### src/hw/eval_defines.svh
`ifndef EVAL_DEFINES_SVH
`define EVAL_DEFINES_SVH

`define EVAL_WIDTH     24                 // Signed score width
`define PIECE_WIDTH    4                  // Bits per square
`define SQUARE_COUNT   64
`define BOARD_WIDTH    (`SQUARE_COUNT * `PIECE_WIDTH)

`define PHASE_MAX      62                 // Phase cap, also the blend divisor
`define PHASE_RECIP    16912              // floor(2^20 / 62)
`define PHASE_SHIFT    20

// Piece type codes in the low three bits of a square
`define EMPTY          0
`define PAWN           1
`define KNIGHT         2
`define BISHOP         3
`define ROOK           4
`define QUEEN          5
`define KING           6
`define COLOR_BIT      3                  // Set for black

`define MG_PAWN        82
`define MG_KNIGHT      337
`define MG_BISHOP      365
`define MG_ROOK        477
`define MG_QUEEN       1025
`define MG_KING        0

`define EG_PAWN        94
`define EG_KNIGHT      281
`define EG_BISHOP      297
`define EG_ROOK        512
`define EG_QUEEN       936
`define EG_KING        0

`endif

### src/hw/eval_pkg.sv
`default_nettype none

`include "eval_defines.svh"

package eval_pkg;

   typedef logic [4:0] piece_count_t;            // One piece type, one side
   typedef logic [6:0] square_count_t;           // Up to 64 occupied squares
   typedef logic [5:0] phase_t;                  // 0 to 62

   typedef logic signed [`EVAL_WIDTH-1:0] score_t;
   typedef logic signed [47:0] blend_t;          // Wide taper products
   typedef logic signed [31:0] material_t;

   // Result stage: waiting, blend pipeline busy, result held
   typedef enum logic [1:0] {
      IDLE,
      BLEND,
      HOLD
   } result_state_t;

endpackage

`default_nettype wire

### src/hw/material_execute.sv
`timescale 1ns/1ps
`default_nettype none

`include "eval_defines.svh"

module material_execute
   (
   input  wire                          clk,
   input  wire                          reset,
   input  wire                          counts_valid,
   input  wire eval_pkg::piece_count_t  white_pawns,
   input  wire eval_pkg::piece_count_t  white_knights,
   input  wire eval_pkg::piece_count_t  white_bishops,
   input  wire eval_pkg::piece_count_t  white_rooks,
   input  wire eval_pkg::piece_count_t  white_queens,
   input  wire eval_pkg::piece_count_t  black_pawns,
   input  wire eval_pkg::piece_count_t  black_knights,
   input  wire eval_pkg::piece_count_t  black_bishops,
   input  wire eval_pkg::piece_count_t  black_rooks,
   input  wire eval_pkg::piece_count_t  black_queens,
   input  wire eval_pkg::phase_t        phase,
   output logic                         sums_valid,
   output eval_pkg::score_t             eval_mg,
   output eval_pkg::score_t             eval_eg,
   output eval_pkg::phase_t             phase_out,
   output eval_pkg::material_t          material,
   output logic                         insufficient_material
   );

   import eval_pkg::*;

   localparam int MG_VALUE [`PAWN:`QUEEN] = '{`MG_PAWN, `MG_KNIGHT, `MG_BISHOP, `MG_ROOK,
                                             `MG_QUEEN};
   localparam int EG_VALUE [`PAWN:`QUEEN] = '{`EG_PAWN, `EG_KNIGHT, `EG_BISHOP, `EG_ROOK,
                                             `EG_QUEEN};

   piece_count_t white_count [`PAWN:`QUEEN];
   piece_count_t black_count [`PAWN:`QUEEN];
   score_t       mg_sum;
   score_t       eg_sum;
   logic [5:0]   white_minors;                  // Knights plus bishops
   logic [5:0]   black_minors;
   logic         no_majors_or_pawns;

   assign white_count = '{white_pawns, white_knights, white_bishops, white_rooks, white_queens};
   assign black_count = '{black_pawns, black_knights, black_bishops, black_rooks, black_queens};

   // White minus black, weighted per piece type
   always_comb
   begin
      score_t diff;
      mg_sum = '0;
      eg_sum = '0;
      for (int t = `PAWN; t <= `QUEEN; t++)
      begin
         diff   = score_t'(white_count[t]) - score_t'(black_count[t]);
         mg_sum = mg_sum + diff * score_t'(MG_VALUE[t]);
         eg_sum = eg_sum + diff * score_t'(EG_VALUE[t]);
      end
   end

   assign white_minors = 6'(white_knights) + 6'(white_bishops);
   assign black_minors = 6'(black_knights) + 6'(black_bishops);
   assign no_majors_or_pawns = (white_pawns == '0) && (black_pawns == '0) &&
                               (white_rooks == '0) && (black_rooks == '0) &&
                               (white_queens == '0) && (black_queens == '0);

   always_ff @(posedge clk)
   begin
      if (reset)
         sums_valid <= 1'b0;
      else
         sums_valid <= counts_valid;
   end

   always_ff @(posedge clk)
   begin
      if (counts_valid)
      begin
         eval_mg   <= mg_sum;
         eval_eg   <= eg_sum;
         phase_out <= phase;
         material  <= material_t'(mg_sum);      // Sign-extended midgame sum
         insufficient_material <= no_majors_or_pawns && (white_minors <= 6'd1) &&
                                  (black_minors <= 6'd1);
      end
   end

endmodule

`default_nettype wire

### config.mk
export PLATFORM = sky130hd
export DESIGN_NAME = material_execute
export DESIGN_NICKNAME = d
export VERILOG_FILES = /design/src/hw/eval_pkg.sv /design/src/hw/material_execute.sv
export VERILOG_INCLUDE_DIRS = /design/src /design/src/hw
export SDC_FILE = /design/constraint.sdc
export NUM_CORES = 1
export LEC_CHECK = 0
export CELL_PAD_IN_SITES_DETAIL_PLACEMENT = 1
export CELL_PAD_IN_SITES_GLOBAL_PLACEMENT = 1
export CORE_ASPECT_RATIO = 1.25
export CORE_UTILIZATION = 52
export DETAILED_ROUTE_END_ITERATION = 7
export DONT_BUFFER_PORTS = 1
export GPL_TIMING_DRIVEN = 1
export PLACE_DENSITY = 0.85
export RECOVER_POWER = 25
export SYNTH_ARGS = -nofsm -noshare
export SYNTH_HDL_FRONTEND = slang
export SYNTH_SLANG_ARGS = --single-unit
### constraint.sdc
create_clock -name clk -period 26.7 [get_ports clk]
set_clock_uncertainty 0.1 [all_clocks]
set_input_delay 2.67 -clock clk [delete_from_list [all_inputs] [get_ports clk]]
set_output_delay 2.67 -clock clk [all_outputs]
set_load 0.02 [all_outputs]
# Word level (Yosys, flattened, before mapping)
# Index checks and enable logic that the tools add are counted.
# totals
register_bits	72
# classes
add_sub_neg	15
mul	9
order_cmp	2
n_reduce_logical	13
# ops
cell	count
6-bit by 10-bit multiplier with 16-bit output (second input constant)	5
17-bit by 16-bit adder with 18-bit output	2
14-bit by 16-bit adder with 17-bit output	2
5-bit zero test	6
5-bit by 5-bit subtractor with 6-bit output	5
6-bit by 7-bit multiplier with 13-bit output (second input constant)	2
19-bit by 17-bit adder with 20-bit output	1
19-bit by 18-bit adder with 20-bit output	1
18-bit by 15-bit adder with 19-bit output	1
18-bit by 16-bit adder with 19-bit output	1
6-bit by 12-bit multiplier with 18-bit output (second input constant)	1
6-bit by 8-bit multiplier with 14-bit output (second input constant)	1
5-bit by 5-bit adder with 6-bit output	2
6-bit by 1-bit <= comparator with 1-bit output (second input constant)	2
1-bit logical AND	7

# Longest topological paths before layout
# depth
word_depth	8
mapped_depth	36
mapped_depth_nobuf	35

# Worst setup path after synthesis
# No wires, ideal clock.
# synth_path
kind	input -> register
start	input white_pawns[0]
end	register eval_eg[17] (data pin)
arrival_time_ps	10447
setup_slack_ps	15887
cell_stages	33
cell_sequence	inv_1 ha_1 inv_1 fa_1 a21o_1 a21oi_1 xnor2_1 ha_1 ha_1 fa_1 ha_1 ha_1 inv_1 fa_1 nor2b_1 o21a_1 nor2_1 xor2_1 fa_1 inv_1 ha_1 fa_1 inv_1 fa_1 fa_1 inv_1 fa_1 ha_1 a21oi_2 nand2_1 a2111oi_4 o31ai_2 xor2_1
# synth_via
elab_chain_len	6
# synth_lines
item	line	rtl
start, declared	material_execute.sv:11	input wire eval_pkg::piece_count_t white_pawns,
5-bit by 5-bit subtractor with 6-bit output	material_execute.sv:56	diff = score_t'(white_count[t]) - score_t'(black_count[t]);
6-bit by 7-bit multiplier with 13-bit output	material_execute.sv:58	eg_sum = eg_sum + diff * score_t'(EG_VALUE[t]);
14-bit by 16-bit adder with 17-bit output	material_execute.sv:58	
17-bit by 16-bit adder with 18-bit output	material_execute.sv:58	
18-bit by 15-bit adder with 19-bit output	material_execute.sv:58	
19-bit by 17-bit adder with 20-bit output	material_execute.sv:58	
net eg_sum[17]	material_execute.sv:40	score_t eg_sum;
end signal, assigned	material_execute.sv:81	eval_eg <= eg_sum;
end, declared	material_execute.sv:24	output eval_pkg::score_t eval_eg,
# The timed path passes the listed nets, and every way through them passes these cells.
# A chain may end at the register's enable or synchronous reset.

# Worst setup path in the final report
# layout_path
start	input black_queens[1]
end	register eval_eg[17] (data pin)
# layout_via
elab_chain_len	3
# layout_lines
item	line	rtl
start, declared	material_execute.sv:20	input wire eval_pkg::piece_count_t black_queens,
5-bit by 5-bit subtractor with 6-bit output	material_execute.sv:56	
6-bit by 8-bit multiplier with 14-bit output	material_execute.sv:58	
19-bit by 17-bit adder with 20-bit output	material_execute.sv:58	
net eg_sum[17]	material_execute.sv:40	
# The timed path passes the listed nets, and every way through them passes these cells.

==> metrics.cfg <==
[logic_synthesis]
async_flop_share_pct = 0
synth-seq-cells = 48
syn_nets = 1831
synth-edff-count = 47
synthFlopType = edfxtp_1
synthCells = 1271
synth_cell_type_count = 57
ys.warnings.count = 0
syn_area_um2 = 13000
seq_area_frac_synth_pct = 11.0
syn_avg_cell_area_um2 = 10.2

[cells_and_area]
drive_gt1_share_pct = 2.98
area_delta_synth_final_pct = 2.76
multi_input_area_um2 = 9970
nFillCells = 2742
antenna_cells = 0
seqCellArea_um2 = 1430
layout_commonest_cell = inv_1
nets = 1801
mostFrequentLayoutCells = 341 x inv_1, 304 x ha_1, 197 x fa_1

[die]
dieHeight_um = 179
die_area_um2 = 25600
die_w_um = 143
rows = 64
ios = 147
core-area_um2 = 24500
initial_core_util_pct = 53.1

[clocking]
clkSinkCount = 48
cts_setup_buffers = 0
clk_path_buf_depth = 2
htree_levels = 2
numCtsBuffers = 5
cts_tree = built
path_clk_slew_ns = 0.08
cts_resized = 0
cts_root_buffer = clkbuf_16
cts_hold_buffers = 0

[timing]
fin_crit_sh_pct = 42.4
rsz0062_at_grt = false
fmax_mhz = 88.4
hold_viol = 0
slew_violations = 0
finalSetupViolCount = 0
worstMarginPinSlew_ns = 0.977
slew_headroom_pct = 34.7
fin_setup_tns_ns = 0
layout_min_cycle_time_ns = 11.31

[detailed_routing]
via_count = 8844
drt_iter0_markers = 390
finalWirelength_mm = 34.0
vias_per_cell = 5.63
route.detailed.wl_per_inst_um = 21.6
antenna_left = 0
drc = 0
dr.pass1.iters = 6

[critical_path]
cp_common_cell = inv_1
slowest_delay_ns = 0.62
cp.arrival_ns = 11.28
cp_max_fo = 12
path_class = in2reg
cp.required_ns = 26.67
startpoint_type = primary input
endpoint_kind = flip-flop
cpMaxStageDelayCell = a21oi_1

[global_routing]
gr-usage-all-layers_pct = 28.1
gr-usage-met3_pct = 3.79
grt_pass1_vias = 10300
grt_max_degree = 49
grt_busiest_layer = met2
grt_overflow = 0
grtUsageMet1_pct = 31.3
grt_first_pass_wirelength_mm = 53.0
met2_usage_pct = 51.4
grt_antenna_before_repair = 0

[place]
dp.final_hpwl_mm = 30.7
port-buffer-count = 0
place_congestion = 0.997

[min_path]
hold_start = reset
hp-class = in2reg
whs_path_depth = 1
hold-path-endpoint = sums_valid

[job]
cap_viol_max_count = 0

[outcome]
status = complete, no violations

## critical path, delay by kind of cell
kind	cells	cell delay (ns)
xor+xnor	1	0.17
buf+inv	8	0.91
fa+ha+maj	13	5.51
simple gates	2	0.26
compound gates	6	1.73
## layer usage
| metal | wire (um) | vias to the layer above |
|---|---|---|
| met5 | 0 | - |
| met4 | 1720 | 0 |
| met3 | 1490 | 87 |
| met2 | 17900 | 244 |
| met1 | 12900 | 4526 |
| li1 | - | 3987 |
## registers in the layout, summed over array words and instances (netlist names)
register               cells
phase_out                  6
eval_mg                   20
eval_eg                   20
insufficient_material      1
sums_valid                 1
## Yosys cell counts (2+ instances only)
cell type | count | area (um^2)
a2111o_1 | 2 | 22.5
a211oi_1 | 7 | 52.6
a21boi_0 | 3 | 22.5
a21o_1 | 19 | 143
a21o_2 | 2 | 17.5
a21oi_1 | 42 | 210
a21oi_2 | 2 | 17.5
a221oi_2 | 3 | 45.0
a31oi_1 | 7 | 43.8
and3_1 | 4 | 25.0
buf_4 | 40 | 300
clkbuf_1 | 4 | 15.0
edfxtp_1 | 47 | 1410
fa_1 | 197 | 3940
ha_1 | 304 | 3800
inv_1 | 341 | 1280
nand2_1 | 28 | 105
nand2b_1 | 8 | 50.1
nand3_1 | 15 | 75.1
nand4_1 | 7 | 43.8
nor2_1 | 30 | 113
nor2b_1 | 11 | 68.8
nor3_1 | 6 | 30.0
nor3b_1 | 2 | 15.0
nor4_1 | 13 | 81.3
o211ai_1 | 5 | 37.5
o21a_1 | 3 | 22.5
o21ai_0 | 21 | 105
o21ai_1 | 2 | 10.0
o21bai_1 | 7 | 52.6
o31ai_2 | 2 | 25.0
o41ai_1 | 2 | 17.5
or2_2 | 4 | 25.0
or3_1 | 2 | 12.5
xnor2_1 | 35 | 307
xor2_1 | 23 | 201
## stage by stage
step / std cells / utilization (%) / setup slack [ns] / cell area [um^2] / hold slack (ns)
2_1_floorplan: 1271 / - / 15.89 / 13000 / 2.64
3_3_place_gp: 1564 / 53.7 / 15.49 / 13200 / 2.64
3_5_place_dp: 1564 / 53.7 / 15.18 / 13200 / 2.65
4_1_cts: 1572 / 54.5 / 15.50 / 13400 / 2.31
5_1_grt: 1572 / 54.5 / 15.09 / 13400 / 2.31
6_report: 1572 / 54.5 / 15.39 / 13400 / 2.32
## cell families (layout without fill, tap and decap cells)
logic type,Yosys count,in the layout,synth area share [%]
xor gates and xnor gates,58,58,3.91
buffers and inverters,386,357,12.3
muxes,1,1,0.0770
AOI/OAI and AO/OA,141,141,7.71
DFF,48,48,11.0
adders and majority gates,501,501,59.6
and+or+nand+nor,136,136,5.40
## final cells by class
class	count	share of cell area (%)
Timing Repair Buffer	8	0.543
Clock inverter	3	0.515
Clock buffer	5	0.937
Sequential cell	48	10.7
Tap cell	330	3.09
Multi-Input combinational cell	837	74.6
Inverter	341	9.58
## worst max path at each step
stage | to | slack (ns) | start
global route | eval_eg[17] | 15.09 | black_queens[1]
CTS | eval_eg[17] | 15.50 | black_queens[1]
detailed placement | eval_eg[17] | 15.18 | black_queens[1]
floorplan | eval_eg[17] | 15.89 | white_pawns[0]
finish | eval_eg[17] | 15.39 | black_queens[1]
global placement | eval_eg[17] | 15.49 | black_queens[1]
Power is not shown: default switching activity piles up to over one toggle a cycle in this logic, so the estimate is an artifact.
