## src/hw/eval_defines.svh

```systemverilog
`ifndef EVAL_DEFINES_SVH
`define EVAL_DEFINES_SVH

`define EVAL_WIDTH     24                 // Signed score width
`define PIECE_WIDTH    4                  // Bits per square
`define SQUARE_COUNT   64
`define BOARD_WIDTH    (`SQUARE_COUNT * `PIECE_WIDTH)

`define PHASE_MAX      62                 // Phase cap, also the blend divisor
`define PHASE_RECIP    16912              // floor(2^20 / 62)
`define PHASE_SHIFT    20

// Piece type codes in the low three bits of a square
`define EMPTY          0
`define PAWN           1
`define KNIGHT         2
`define BISHOP         3
`define ROOK           4
`define QUEEN          5
`define KING           6
`define COLOR_BIT      3                  // Set for black

`define MG_PAWN        82
`define MG_KNIGHT      337
`define MG_BISHOP      365
`define MG_ROOK        477
`define MG_QUEEN       1025
`define MG_KING        0

`define EG_PAWN        94
`define EG_KNIGHT      281
`define EG_BISHOP      297
`define EG_ROOK        512
`define EG_QUEEN       936
`define EG_KING        0

`endif

```

## src/hw/eval_pkg.sv

```systemverilog
`default_nettype none

`include "eval_defines.svh"

package eval_pkg;

   typedef logic [4:0] piece_count_t;            // One piece type, one side
   typedef logic [6:0] square_count_t;           // Up to 64 occupied squares
   typedef logic [5:0] phase_t;                  // 0 to 62

   typedef logic signed [`EVAL_WIDTH-1:0] score_t;
   typedef logic signed [47:0] blend_t;          // Wide taper products
   typedef logic signed [31:0] material_t;

   // Result stage: waiting, blend pipeline busy, result held
   typedef enum logic [1:0] {
      IDLE,
      BLEND,
      HOLD
   } result_state_t;

endpackage

`default_nettype wire

```

## src/hw/taper_result.sv

```systemverilog
`timescale 1ns/1ps
`default_nettype none

`include "eval_defines.svh"

module taper_result
   (
   input  wire                          clk,
   input  wire                          reset,
   input  wire                          sums_valid,
   input  wire eval_pkg::score_t        eval_mg,
   input  wire eval_pkg::score_t        eval_eg,
   input  wire eval_pkg::phase_t        phase,
   input  wire eval_pkg::material_t     material_in,
   input  wire                          insufficient_in,
   input  wire                          clear_eval,
   output eval_pkg::score_t             eval,
   output logic                         eval_valid,
   output eval_pkg::material_t          material,
   output logic                         insufficient_material,
   output logic                         done
   );

   import eval_pkg::*;

   result_state_t state;
   logic [2:0]    stage_valid;                  // Valid for stages 1 to 3
   phase_t        eg_weight;
   blend_t        mg_prod;
   blend_t        eg_prod;
   blend_t        blend_sum;
   blend_t        scaled;
   blend_t        rounded;
   score_t        eval_next;

   assign eg_weight = phase_t'(`PHASE_MAX) - phase;

   // Bias negatives so the shift truncates toward zero like a signed divide
   assign rounded = scaled + (scaled[$bits(blend_t)-1] ?
                              blend_t'((1 << `PHASE_SHIFT) - 1) : blend_t'(0));
   assign eval_next = score_t'(rounded >>> `PHASE_SHIFT);

   // (mg * phase + eg * (62 - phase)) / 62, the divide done by reciprocal
   always_ff @(posedge clk)
   begin
      mg_prod   <= blend_t'(eval_mg) * blend_t'(phase);
      eg_prod   <= blend_t'(eval_eg) * blend_t'(eg_weight);
      blend_sum <= mg_prod + eg_prod;
      scaled    <= blend_sum * blend_t'(`PHASE_RECIP);
      if (stage_valid[2])
         eval <= eval_next;
      if (sums_valid)
      begin
         material              <= material_in;
         insufficient_material <= insufficient_in;
      end
   end

   always_ff @(posedge clk)
   begin
      if (reset)
      begin
         state       <= IDLE;
         stage_valid <= '0;
         eval_valid  <= 1'b0;
         done        <= 1'b0;
      end
      else
      begin
         stage_valid <= {stage_valid[1:0], sums_valid};
         done        <= 1'b0;
         case (state)
            IDLE:
               if (sums_valid)
                  state <= BLEND;
            BLEND:
               if (stage_valid[2])
               begin
                  state      <= HOLD;
                  eval_valid <= 1'b1;            // Lands with the stage 4 result
               end
            HOLD:
               if (clear_eval)
               begin
                  state      <= IDLE;
                  eval_valid <= 1'b0;
                  done       <= 1'b1;            // Frees the decode stage
               end
            default:
               state <= IDLE;
         endcase
      end
   end

endmodule

`default_nettype wire

```

## config.mk

```make
export PLATFORM = sky130hd
export DESIGN_NAME = taper_result
export DESIGN_NICKNAME = d
export VERILOG_FILES = /design/src/hw/eval_pkg.sv /design/src/hw/taper_result.sv
export VERILOG_INCLUDE_DIRS = /design/src /design/src/hw
export SDC_FILE = /design/constraint.sdc
export NUM_CORES = 1
export LEC_CHECK = 0
export BUFFER_PORTS_ARGS = -buffer_cell sky130_fd_sc_hd__buf_2
export CORE_ASPECT_RATIO = 1.1
export CORE_MARGIN = 10
export CORE_UTILIZATION = 39
export DETAILED_ROUTE_END_ITERATION = 16
export PLACE_DENSITY_LB_ADDON = 0.25
export SLEW_MARGIN = 40
export SYNTH_ARGS = -nofsm -noshare
export SYNTH_HDL_FRONTEND = slang
export SYNTH_SLANG_ARGS = --single-unit
```

## constraint.sdc

```tcl
create_clock -name clk -period 9.38 [get_ports clk]
set_input_delay 0.938 -clock clk [delete_from_list [all_inputs] [get_ports clk]]
set_output_delay 0.938 -clock clk [all_outputs]
set_load 0.05 [all_outputs]
```

Word-level counts from Yosys, hierarchy flattened. Cells that the tools add are included.

Bits in registers: 218. Output and inout bits: 59.

Eq/ne operators: 5. Muxes and demuxes: 9. Add/sub/neg operators: 3. Reductions and logical operators: 5. Bitwise logic cells: 1. Multiply operators: 3.

Operators with widths (number): 24-bit by 7-bit multiplier with 31-bit output (2); 48-bit by 12-bit multiplier with 44-bit output (second input constant) (1); 44-bit by 21-bit adder with 44-bit output (1); 31-bit by 31-bit adder with 32-bit output (1); 20-bit 2-to-1 mux (1); 2-bit 2-to-1 mux (3); 2-bit != test (second input constant) (3); 2-bit case mux with 3 select lines (1); 3-bit AND reduction (2); 6-bit subtractor (first input constant) (1); 1-bit 2-to-1 mux (3); 2-bit by 1-bit equality test with 1-bit output (second input constant) (1); 2-bit equality test (second input constant) (1); 2-bit logical NOT (1); 1-bit case mux with 2 select lines (1); 2-bit nonzero test (1); 2-bit OR reduction (1); 1-bit NOT (1).

Depth between registers and ports, before layout. Gate-level depths: netlist (run 1).

Depth after elaboration: 3. Gate-level depth with buffers: 23.

Least setup slack after synthesis (run 1). OpenSTA, ideal clock, no wires.

Kind: input port to flip-flop. Start point: in phase[2]. End point: reg eg_prod[30] (netlist name). Setup time: 125 ps. Data required time: 9255 ps. Setup slack: 3406 ps. Cell stages on the path: 22. Arrival: 5849 ps. Cell sequence: clkbuf_1 -> and3_1 -> nand3_1 -> xor2_1 -> clkbuf_1 -> and2_1 -> ha_1 -> fa_1 -> fa_1 -> inv_1 -> fa_1 -> inv_1 -> ha_1 -> a21oi_1 -> nand2_1 -> a31o_2 -> a22oi_1 -> a211oi_1 -> o31ai_1 -> a21boi_1 -> o31ai_1 -> xnor2_1.

Word-level cells in the longest chain between the ends: 2.

RTL lines: start: declaration (RTL line taper_result.sv:13) `input wire eval_pkg::phase_t phase,`; 6-bit subtractor (RTL line taper_result.sv:36) `` assign eg_weight = phase_t'(`PHASE_MAX) - phase; ``; 24-bit by 7-bit multiplier with 31-bit output (RTL line taper_result.sv:47) `eg_prod <= blend_t'(eval_eg) * blend_t'(eg_weight);`.

Every way passes these cells. A chain may end at the register's enable or synchronous reset.

Worst setup path in the final report (run 1).
Start point: in phase[2]. End point: reg eg_prod[30] (netlist name).

Word-level cells in the longest chain between the ends: 2.

RTL lines (RTL line): 6-bit subtractor (taper_result.sv:36); 24-bit by 7-bit multiplier with 31-bit output (taper_result.sv:47).

Every way passes these cells.

==> impl_metrics.csv, run 1 <==
group,metric,value,unit
sta,setup_tns,0,ns
global_route,grt_usage,14.7,%
placement,numPortBuffers,149,
synth,netlist_instances,2147,
sta,rsz0062_at_grt,"no",
min_path,holdPathEnd,"scaled[4]",
final_layout,seq_area,4560,µm²
detailed_routing,drtIter0Drc,523,
sta,skew,0.0124,ns
synth,seq_area_frac_synth,22.2,%
die,core,52300,µm²
die,rows,88,
sta,fmax,156,MHz
run,cap_violations,0,
worst_setup_path,critPathArrivalTime,6.72,ns
die,ioPinCount,150,
clock_tree,post_cts_resized,0,
detailed_routing,wl_per_cell,15.0,µm
synth,async_flop_share,0,%
sta,fin_crit,6.39,ns
synth,syn_area_per_cell,9.56,µm²
clock_tree,post-cts-setup-buffer-count,0,
final_layout,final_net_count,2875,
clock_tree,cts_root_buf,"clkbuf_16",
final_layout,area_growth,9.93,%
worst_setup_path,worstSetupPathType,"in2reg",
worst_setup_path,required,9.71,ns
worst_setup_path,crit_chain,"buf_2, and3_1, xnor2_1, buf_4, and2_1, fa_1, inv_1, fa_1, inv_1, fa_1, inv_1, fa_1, inv_1, ha_1, o21ai_0, a21oi_1, a21boi_1, a22oi_1, a211oi_1, o31ai_1, a21boi_1, o31ai_1, xnor2_1",
min_path,hp-start,"blend_sum[0]",
sta,finalSetupViolations,0,
detailed_routing,drtAntennaViolNets,0,
synth,synth_nets,2739,
outcome,status,"completed",
global_route,grt_max_degree,51,
placement,dp_slack,2.43,ns
worst_setup_path,r2r_start,"blend_sum[6]",
sta,finalCritPeriodShare,68.2,%
sta,worst_pin_slew,0.751,ns
synth,synth_top_flop_cell,"dfxtp_1",
global_route,first_global_vias,15600,
synth,synth-seq-cells,199,
clock_tree,cts_max_path_buffers,2,
sta,slew_viol_final,0,
worst_setup_path,path_delay_family,"adder cells",
final_layout,diodes,0,
synth,synth_cell_types,62,
placement,hpwlAfterDp,37400,µm
synth,synth.yosys.warnings,0,
synth,synth-edff-count,57,
clock_tree,holdBufCountCts,0,
detailed_routing,vias,14600,
final_layout,multi_input_area,14500,µm²
synth,netlist_area,20500,µm²
clock_tree,clock_sinks,199,
sta,slew_headroom,50.0,%
die,die_h,261,µm
worst_setup_path,start_kind,"input port",
die,die_w,239,µm
worst_setup_path,cp_num_buf_inv,6,
worst_setup_path,cp-end-kind,"register",
worst_setup_path,cp_max_fo,27,
clock_tree,cts_tree,"built",
placement,gp_congestion,0.874,
worst_setup_path,r2r_cells,15,
min_path,whs_path_depth,0,
worst_setup_path,cpMaxStageDelayCell,"fa_1",
final_layout,drive_gt1_share,9.02,%
min_path,hold_path_class,"reg2reg",
clock_tree,cts_max_level,4,
worst_setup_path,reg2reg_to,"scaled[47]",
final_layout,fillers,5110,
detailed_routing,wirelength,44500,µm
detailed_routing,first_pass_iters,5,
clock_tree,clk_pin_slew_worst_paths,0.08,ns
global_route,antenna_found_initial,4,
worst_setup_path,rrSetupSlack,5.20,ns
clock_tree,clk-insertion-delay-late,0.44,ns
detailed_routing,routed_via_density,4.90,
sta,hold_viol_final,0,
die,initial_core_util,39.3,%
detailed_routing,drc,0,
global_route,grt_pass1_wl,75800,µm
clock_tree,numCtsBuffers,17,
sta,setup_ws,2.99,ns
worst_setup_path,max_stage_delay,0.53,ns
global_route,overflow,0,
die,die-area,62200,µm²
==> cell usage in the layout, fill, tap and decap left out, types with 15 or more instances in the layout <==
| master | Yosys | layout |
|---|---|---|
| dfxtp_1 | 142 | 141 |
| fa_1 | 225 | 225 |
| xor2_1 | 36 | 36 |
| a21oi_1 | 125 | 125 |
| nand2b_1 | 18 | 18 |
| and3_1 | 15 | 15 |
| xnor2_1 | 118 | 118 |
| clkbuf_16 | 0 | 17 |
| edfxtp_1 | 57 | 57 |
| buf_2 | 0 | 148 |
| o21ai_0 | 53 | 53 |
| o21bai_1 | 16 | 16 |
| nand3_1 | 35 | 35 |
| nor3_1 | 23 | 23 |
| nor2b_1 | 41 | 41 |
| nand2_1 | 145 | 145 |
| nor2_1 | 64 | 64 |
| inv_1 | 347 | 347 |
| and2_1 | 182 | 182 |
| ha_1 | 276 | 275 |
| a21o_1 | 60 | 60 |
==> worst max path at each step <==
stage / from / endpoint / cells past startpoint
2_1_floorplan: phase[2] / eg_prod[30] / 22
3_3_place_gp: phase[0] / eg_prod[30] / 21
3_5_place_dp: phase[0] / eg_prod[30] / 21
4_1_cts: phase[0] / eg_prod[30] / 21
5_1_grt: phase[1] / eg_prod[30] / 24
6_report: phase[2] / eg_prod[30] / 23
==> per-layer routing <==
metal / vias to the layer above / GRT usage (%) / routed length (µm)
li1: 7308 / - / -
met1: 7048 / 17.5 / 19400
met2: 164 / 27.0 / 22800
met3: 44 / 2.35 / 1520
met4: 8 / 3.94 / 762
met5: - / 0 / 54
==> state kept, by name, summed over array words and instances, names as in the netlist <==
| name | count |
|---|---|
| mg_prod | 31 |
| stage_valid | 3 |
| state | 2 |
| done | 1 |
| eval | 24 |
| eg_prod | 31 |
| material | 32 |
| blend_sum | 32 |
| insufficient_material | 1 |
| eval_valid | 1 |
| scaled | 41 |
==> per-stage QoR <==
step | utilization (%) | std cells | instance area [µm²] | hold slack, ns
final | 43.2 | 2971 | 22600 | 0.373
after global routing | 43.2 | 2971 | 22600 | 0.385
after CTS | 43.2 | 2971 | 22600 | 0.378
after floorplan | - | 2147 | 20500 | 0.337
after global placement | 42.1 | 2939 | 22000 | 0.368
after detailed placement | 42.1 | 2939 | 22000 | 0.367
==> synth_stat cells (all sizes together), types with 5 or more instances <==
cell    instances  area (µm²)
a211oi         10        85.1
a21o           60         450
a21oi         126         634
a31o           10        87.6
a31oi          13        87.6
and2          182        1140
and3           15        93.8
and4            5        43.8
clkbuf         36         135
dfxtp         142        2840
edfxtp         57        1710
fa            225        4500
ha            276        3450
inv           347        1300
nand2         145         544
nand2b         18         113
nand3          35         175
nand4          12        75.1
nor2           64         240
nor2b          41         257
nor3           23         115
o211ai          8        60.1
o21a            9        67.6
o21ai          57         289
o21bai         16         120
xnor2         118        1030
xor2           36         315
==> kinds of logic (layout without fill, tap and decap cells) <==
group                    Yosys count  after routing  share of synthesized area (%)
multiplexers                       4              4                          0.195
AND/OR/NAND/NOR                  558            558                           14.2
AO/OA/AOI/OAI                    348            348                           11.1
flip-flops                       199            199                           22.2
buffers and inverters            383            532                           7.00
XOR/XNOR                         154            154                           6.57
adder cells (fa/ha/maj)          501            501                           38.8
==> cell type report <==
type	instances	share of cell area (%)
well taps	675	3.74
multi-input cells	1565	64.4
clock inverters	12	0.493
repair buffers	153	3.45
flip-flops and latches	199	20.2
inverters	347	5.77
clock buffers	20	1.93
Power of run 1 is not shown: default switching activity piles up to over one toggle a cycle in this logic, so the estimate is an artifact.
==> run 2: changes to the inputs <==
- clock period: 9.38 -> 5.25 ns (I/O delays scaled with it)
==> run 2 against run 1 <==
Sequential share of layout area down 1.0 points. Global-route usage is 0.59 points higher. Hold slack worse by 0.14 ns.
==> impl_metrics.csv, run 2 (synthesized netlist as in run 1, its figures left out) <==
group,metric,value,unit
final_layout,largest-register,"scaled",
worst_setup_path,endpoint,"eg_prod[30]",
worst_setup_path,critPathArrivalTime,5.43,ns
die,rows,88,
sta,rsz0062_at_grt,"yes",
sta,fmax,197,MHz
global_route,met1_usage,18.6,%
clock_tree,clk-insertion-delay-late,0.46,ns
min_path,hold_path_class,"in2reg",
worst_setup_path,required,5.59,ns
placement,hpwlAfterDp,40200,µm
final_layout,layout.cells.non_filler,3101,
clock_tree,cts_max_path_buffers,2,
sta,slew_headroom,49.2,%
worst_setup_path,rrSetupSlack,1.06,ns
clock_tree,clk_pin_slew_worst_paths,0.08,ns
worst_setup_path,r2r_cells,15,
sta,finalSetupViolations,0,
placement,numPortBuffers,149,
final_layout,area_growth,15.9,%
detailed_routing,wl_per_cell,15.0,µm
global_route,antenna_found_initial,4,
clock_tree,cts_tree,"built",
sta,hold_viol_final,0,
worst_setup_path,worstSetupPathType,"in2reg",
clock_tree,cts_max_level,4,
clock_tree,clock_sinks,199,
global_route,overflow,0,
final_layout,seq_area,4560,µm²
worst_setup_path,crit_start,"phase[0]",
final_layout,fillers,5008,
detailed_routing,drtAntennaViolNets,0,
global_route,grt_usage,15.3,%
detailed_routing,drtIter0Drc,506,
worst_setup_path,start_kind,"input port",
global_route,grt_max_degree,36,
placement,gp_congestion,0.889,
die,initial_core_util,39.3,%
sta,slew_viol_final,0,
clock_tree,numCtsBuffers,17,
detailed_routing,drc,0,
placement,dp_cells,3061,
clock_tree,cts_root_buf,"clkbuf_16",
final_layout,largest_reg_flops,41,
sta,worst_pin_slew,0.762,ns
die,core,52300,µm²
sta,fin_crit,5.08,ns
worst_setup_path,cp-end-kind,"register",
worst_setup_path,cp_max_fo,8,
global_route,grt-busiest-layer,"met2",
global_route,grt_use_met3,2.19,%
run,cap_violations,0,
worst_setup_path,r2r_start,"blend_sum[6]",
final_layout,final_net_count,3004,
detailed_routing,first_pass_iters,5,
detailed_routing,routed_via_density,4.86,
global_route,use_met2,27.6,%
outcome,status,"completed",
clock_tree,holdBufCountCts,0,
sta,finalCritPeriodShare,96.8,%
sta,setup_ws,0.166,ns
final_layout,multi_input_area,14700,µm²
final_layout,final_common_cell,"inv_1",
sta,whs,0.237,ns
final_layout,layout_common_cells,"347 x inv_1, 272 x ha_1, 225 x fa_1",
min_path,whs_path_depth,1,
die,die-area,62200,µm²
placement,dp_slack,-0.583,ns
final_layout,drive_gt1_share,15.1,%
die,ioPinCount,150,
die,die_w,239,µm
die,die_h,261,µm
sta,setup_tns,0,ns
global_route,first_global_vias,16000,
sta,skew,0.0170,ns
global_route,grt_pass1_wl,78600,µm
worst_setup_path,reg2reg_to,"scaled[47]",
final_layout,reg.largest.list,"scaled x41, blend_sum x32, material x32",
detailed_routing,vias,15100,
detailed_routing,wirelength,46600,µm
[run 2: cell count changes in the layout (fill, tap and decap cells not counted), sizes merged]
cell | previous run | this run
clkinv | 3 | 7
clkbuf | 20 | 18
inv | 353 | 355
buf | 153 | 281
diode | 0 | 1
clkinvlp | 3 | 0
[run 2: worst min path at each step]
| stage | start | end | slack, ns |
|---|---|---|---|
| 3_3_place_gp | blend_sum[1] | scaled[5] | 0.37 |
| 2_1_floorplan | blend_sum[0] | scaled[4] | 0.34 |
| 5_1_grt | material_in[29] | material[29] | 0.21 |
| 4_1_cts | material_in[29] | material[29] | 0.21 |
| 6_report | material_in[5] | material[5] | 0.24 |
| 3_5_place_dp | blend_sum[1] | scaled[5] | 0.37 |
[run 2: what timing repair did]
action,4_1_cts,5_1_grt
gates resized for setup,4,30
pin swaps,0,16
endpoints found under the setup margin,6,13
cloned,0,1
buffers inserted,0,6
[run 2: routing by layer]
layer | vias to the layer above | part of all wire [%] | routed length, µm
met3 | 48 | 3.6 | 1690
li1 | 7558 | - | -
met1 | 7232 | 44 | 20600
met2 | 219 | 50 | 23300
met5 | - | 0.082 | 38
met4 | 6 | 2.1 | 973
[run 2: area by class of cell]
class,count,area share [%]
inverter,347,5.47
clock buffer,17,1.79
multi-input combinational,1565,61.9
tap,675,3.55
timing repair buffer,282,7.52
clock inverter,15,0.673
antenna,1,0.0105
sequential,199,19.1
[run 2: stage by stage]
stage | util (%) | cell area [µm²]
floorplan | - | 20600
global placement | 44.0 | 23000
detailed placement | 44.0 | 23000
CTS | 45.2 | 23600
global route | 45.5 | 23800
finish | 45.5 | 23800
[run 2: worst max-delay path: stages]
cell and delay [ns]:
clkbuf_4 0.15, ha_4 0.17, xnor2_2 0.14, buf_4 0.16
and2_1 0.17, fa_1 0.56, fa_1 0.45, fa_1 0.55
inv_1 0.06, fa_1 0.53, inv_1 0.06, ha_4 0.25
a21oi_1 0.14, nand2_1 0.09, a31o_2 0.26, a22oi_2 0.24
a211oi_2 0.13, o31ai_2 0.29, a21boi_2 0.11, o31ai_2 0.28
xnor2_1 0.10
Power of run 2 is left out for the same reason.
==> run 3: changes to the inputs <==
--- a/config.mk
+++ b/config.mk
@@ -13,3 +13,2 @@
 export DETAILED_ROUTE_END_ITERATION = 16
-export PLACE_DENSITY_LB_ADDON = 0.25
 export SLEW_MARGIN = 40
--- a/constraint.sdc
+++ b/constraint.sdc
@@ -3,2 +3,2 @@
 set_output_delay 0.525 -clock clk [all_outputs]
-set_load 0.05 [all_outputs]
+set_load 0.1 [all_outputs]
==> run 3 against run 2 <==
Die area stayed put. First-iteration DRC count is 11% higher. Clock skew is 0.0051 ns lower. Routed wire length is 0.41% lower. Core utilization is 0.41 points higher. Critical path type unchanged. Sequential cell count stayed put.
==> impl_metrics.csv, run 3 (synthesized netlist as in run 1, its figures left out) <==
group,metric,value,unit
outcome,status,"completed",
detailed_routing,vias,15100,
final_layout,drive_gt1_share,16.0,%
worst_setup_path,cpMaxStageDelayCell,"fa_1",
worst_setup_path,crit_chain,"buf_2, buf_4, ha_4, xnor2_4, buf_6, buf_4, and2_1, fa_1, fa_2, fa_1, inv_1, fa_1, inv_2, ha_4, and4_1, buf_4, a31o_4, a211oi_2, o21bai_2, a41oi_2, nor4bb_1, a211o_1",
detailed_routing,drtAntennaViolNets,0,
clock_tree,cts_tree,"built",
sta,slew_headroom,50.2,%
detailed_routing,wl_per_cell,14.9,µm
clock_tree,holdBufCountCts,0,
sta,worst_pin_slew,0.746,ns
clock_tree,clk-insertion-delay-late,0.45,ns
min_path,hold_path_class,"in2reg",
detailed_routing,drtIter0Drc,564,
placement,hpwlAfterDp,38700,µm
global_route,first_global_vias,16000,
global_route,grt_usage,15.1,%
placement,dp_cells,3064,
final_layout,final_net_count,3011,
final_layout,layout_common_cells,"342 x inv_1, 265 x ha_1, 223 x fa_1",
clock_tree,cts_root_buf,"clkbuf_16",
worst_setup_path,worstSetupPathType,"in2reg",
worst_setup_path,max_stage_delay,0.56,ns
die,ioPinCount,150,
detailed_routing,wl_met2,23500,µm
worst_setup_path,path_delay_family,"adder cells",
sta,finalSetupViolations,0,
final_layout,fillers,4965,
detailed_routing,wirelength,46400,µm
sta,fin_crit,5.15,ns
global_route,antenna_found_initial,5,
worst_setup_path,r2r_start,"blend_sum[6]",
final_layout,largest-register,"scaled",
run,cap_violations,0,
detailed_routing,first_pass_iters,5,
min_path,hp-start,"material_in[19]",
sta,slew_viol_final,0,
final_layout,largest_reg_flops,41,
detailed_routing,drc,0,
worst_setup_path,start_kind,"input port",
final_layout,final_common_cell,"inv_1",
die,die_w,239,µm
final_layout,layout.cells.non_filler,3108,
sta,fmax,194,MHz
global_route,grt_max_degree,36,
worst_setup_path,cp-end-kind,"register",
placement,gp_congestion,0.870,
clock_tree,cts_max_level,4,
die,rows,88,
die,core,52300,µm²
worst_setup_path,rrSetupSlack,1.11,ns
clock_tree,cts_max_path_buffers,2,
clock_tree,numCtsBuffers,17,
clock_tree,clk_pin_slew_worst_paths,0.07,ns
sta,skew,0.0118,ns
worst_setup_path,crit_start,"phase[1]",
global_route,overflow,0,
sta,finalCritPeriodShare,98.0,%
die,initial_core_util,39.3,%
sta,hold_viol_final,0,
detailed_routing,dr_wl_met3,1820,µm
placement,numPortBuffers,149,
die,die_h,261,µm
detailed_routing,highest_layer,"met5",
global_route,grt_pass1_wl,77300,µm
die,die-area,62200,µm²
detailed_routing,wl_met1,19900,µm
worst_setup_path,cp_num_buf_inv,7,
worst_setup_path,cp_max_fo,7,
final_layout,area_growth,17.0,%
worst_setup_path,required,5.59,ns
detailed_routing,routed_via_density,4.87,
clock_tree,clock_sinks,199,
final_layout,reg.largest.list,"scaled x41, blend_sum x32, material x32",
worst_setup_path,critPathArrivalTime,5.49,ns
==> run 3: cell count changes in the layout (fill, tap and decap cells not counted), moves of 4 or more <==
cell,change
buf_4,+7
inv_1,-5
inv_2,+4
ha_1,-7
clkinv_8,-4
ha_4,+7
==> run 3: metrics by stage <==
step / TNS (ns) / hold slack, ns / cell area [µm²] / worst slack [ns] / util (%)
2_1_floorplan: 0 / 0.337 / 20600 / 0.00132 / -
3_3_place_gp: -7.57 / 0.365 / 23100 / -0.607 / 44.1
3_5_place_dp: -9.27 / 0.368 / 23100 / -0.700 / 44.1
4_1_cts: 0 / 0.217 / 23700 / 0.00212 / 45.4
5_1_grt: -0.0144 / 0.228 / 24000 / -0.0144 / 45.9
6_report: 0 / 0.249 / 24000 / 0.103 / 45.9
==> run 3: path summary, 6_finish.rpt <==
check                  to  cells past startpoint
min          material[19]                      1
min reg2reg     scaled[5]                      0
max           eg_prod[27]                     22
max reg2reg    scaled[47]                     15
==> run 3: area by class of cell <==
type | count | area, µm² | share of cell area (%)
clock inverters | 12 | 134 | 0.557
flip-flops and latches | 199 | 4560 | 19.0
repair buffers | 289 | 1880 | 7.82
well taps | 675 | 845 | 3.52
inverters | 347 | 1300 | 5.42
clock buffers | 20 | 458 | 1.91
multi-input cells | 1565 | 14800 | 61.8
diodes | 1 | 2.50 | 0.0104
==> run 3: layer usage <==
| layer | track usage (%) | up-vias |
|---|---|---|
| met5 | 0 | - |
| met4 | 4.92 | 4 |
| met2 | 27.4 | 263 |
| li1 | - | 7579 |
| met1 | 18.1 | 7210 |
| met3 | 2.03 | 71 |
==> run 3: repair_timing <==
action                     4_1_cts  5_1_grt
buffers inserted                 5        6
setup endpoints to repair        9       11
gates resized for setup          8       44
hold endpoints to repair         0        0
pin swaps                        6       50
Power of run 3 is left out for the same reason.
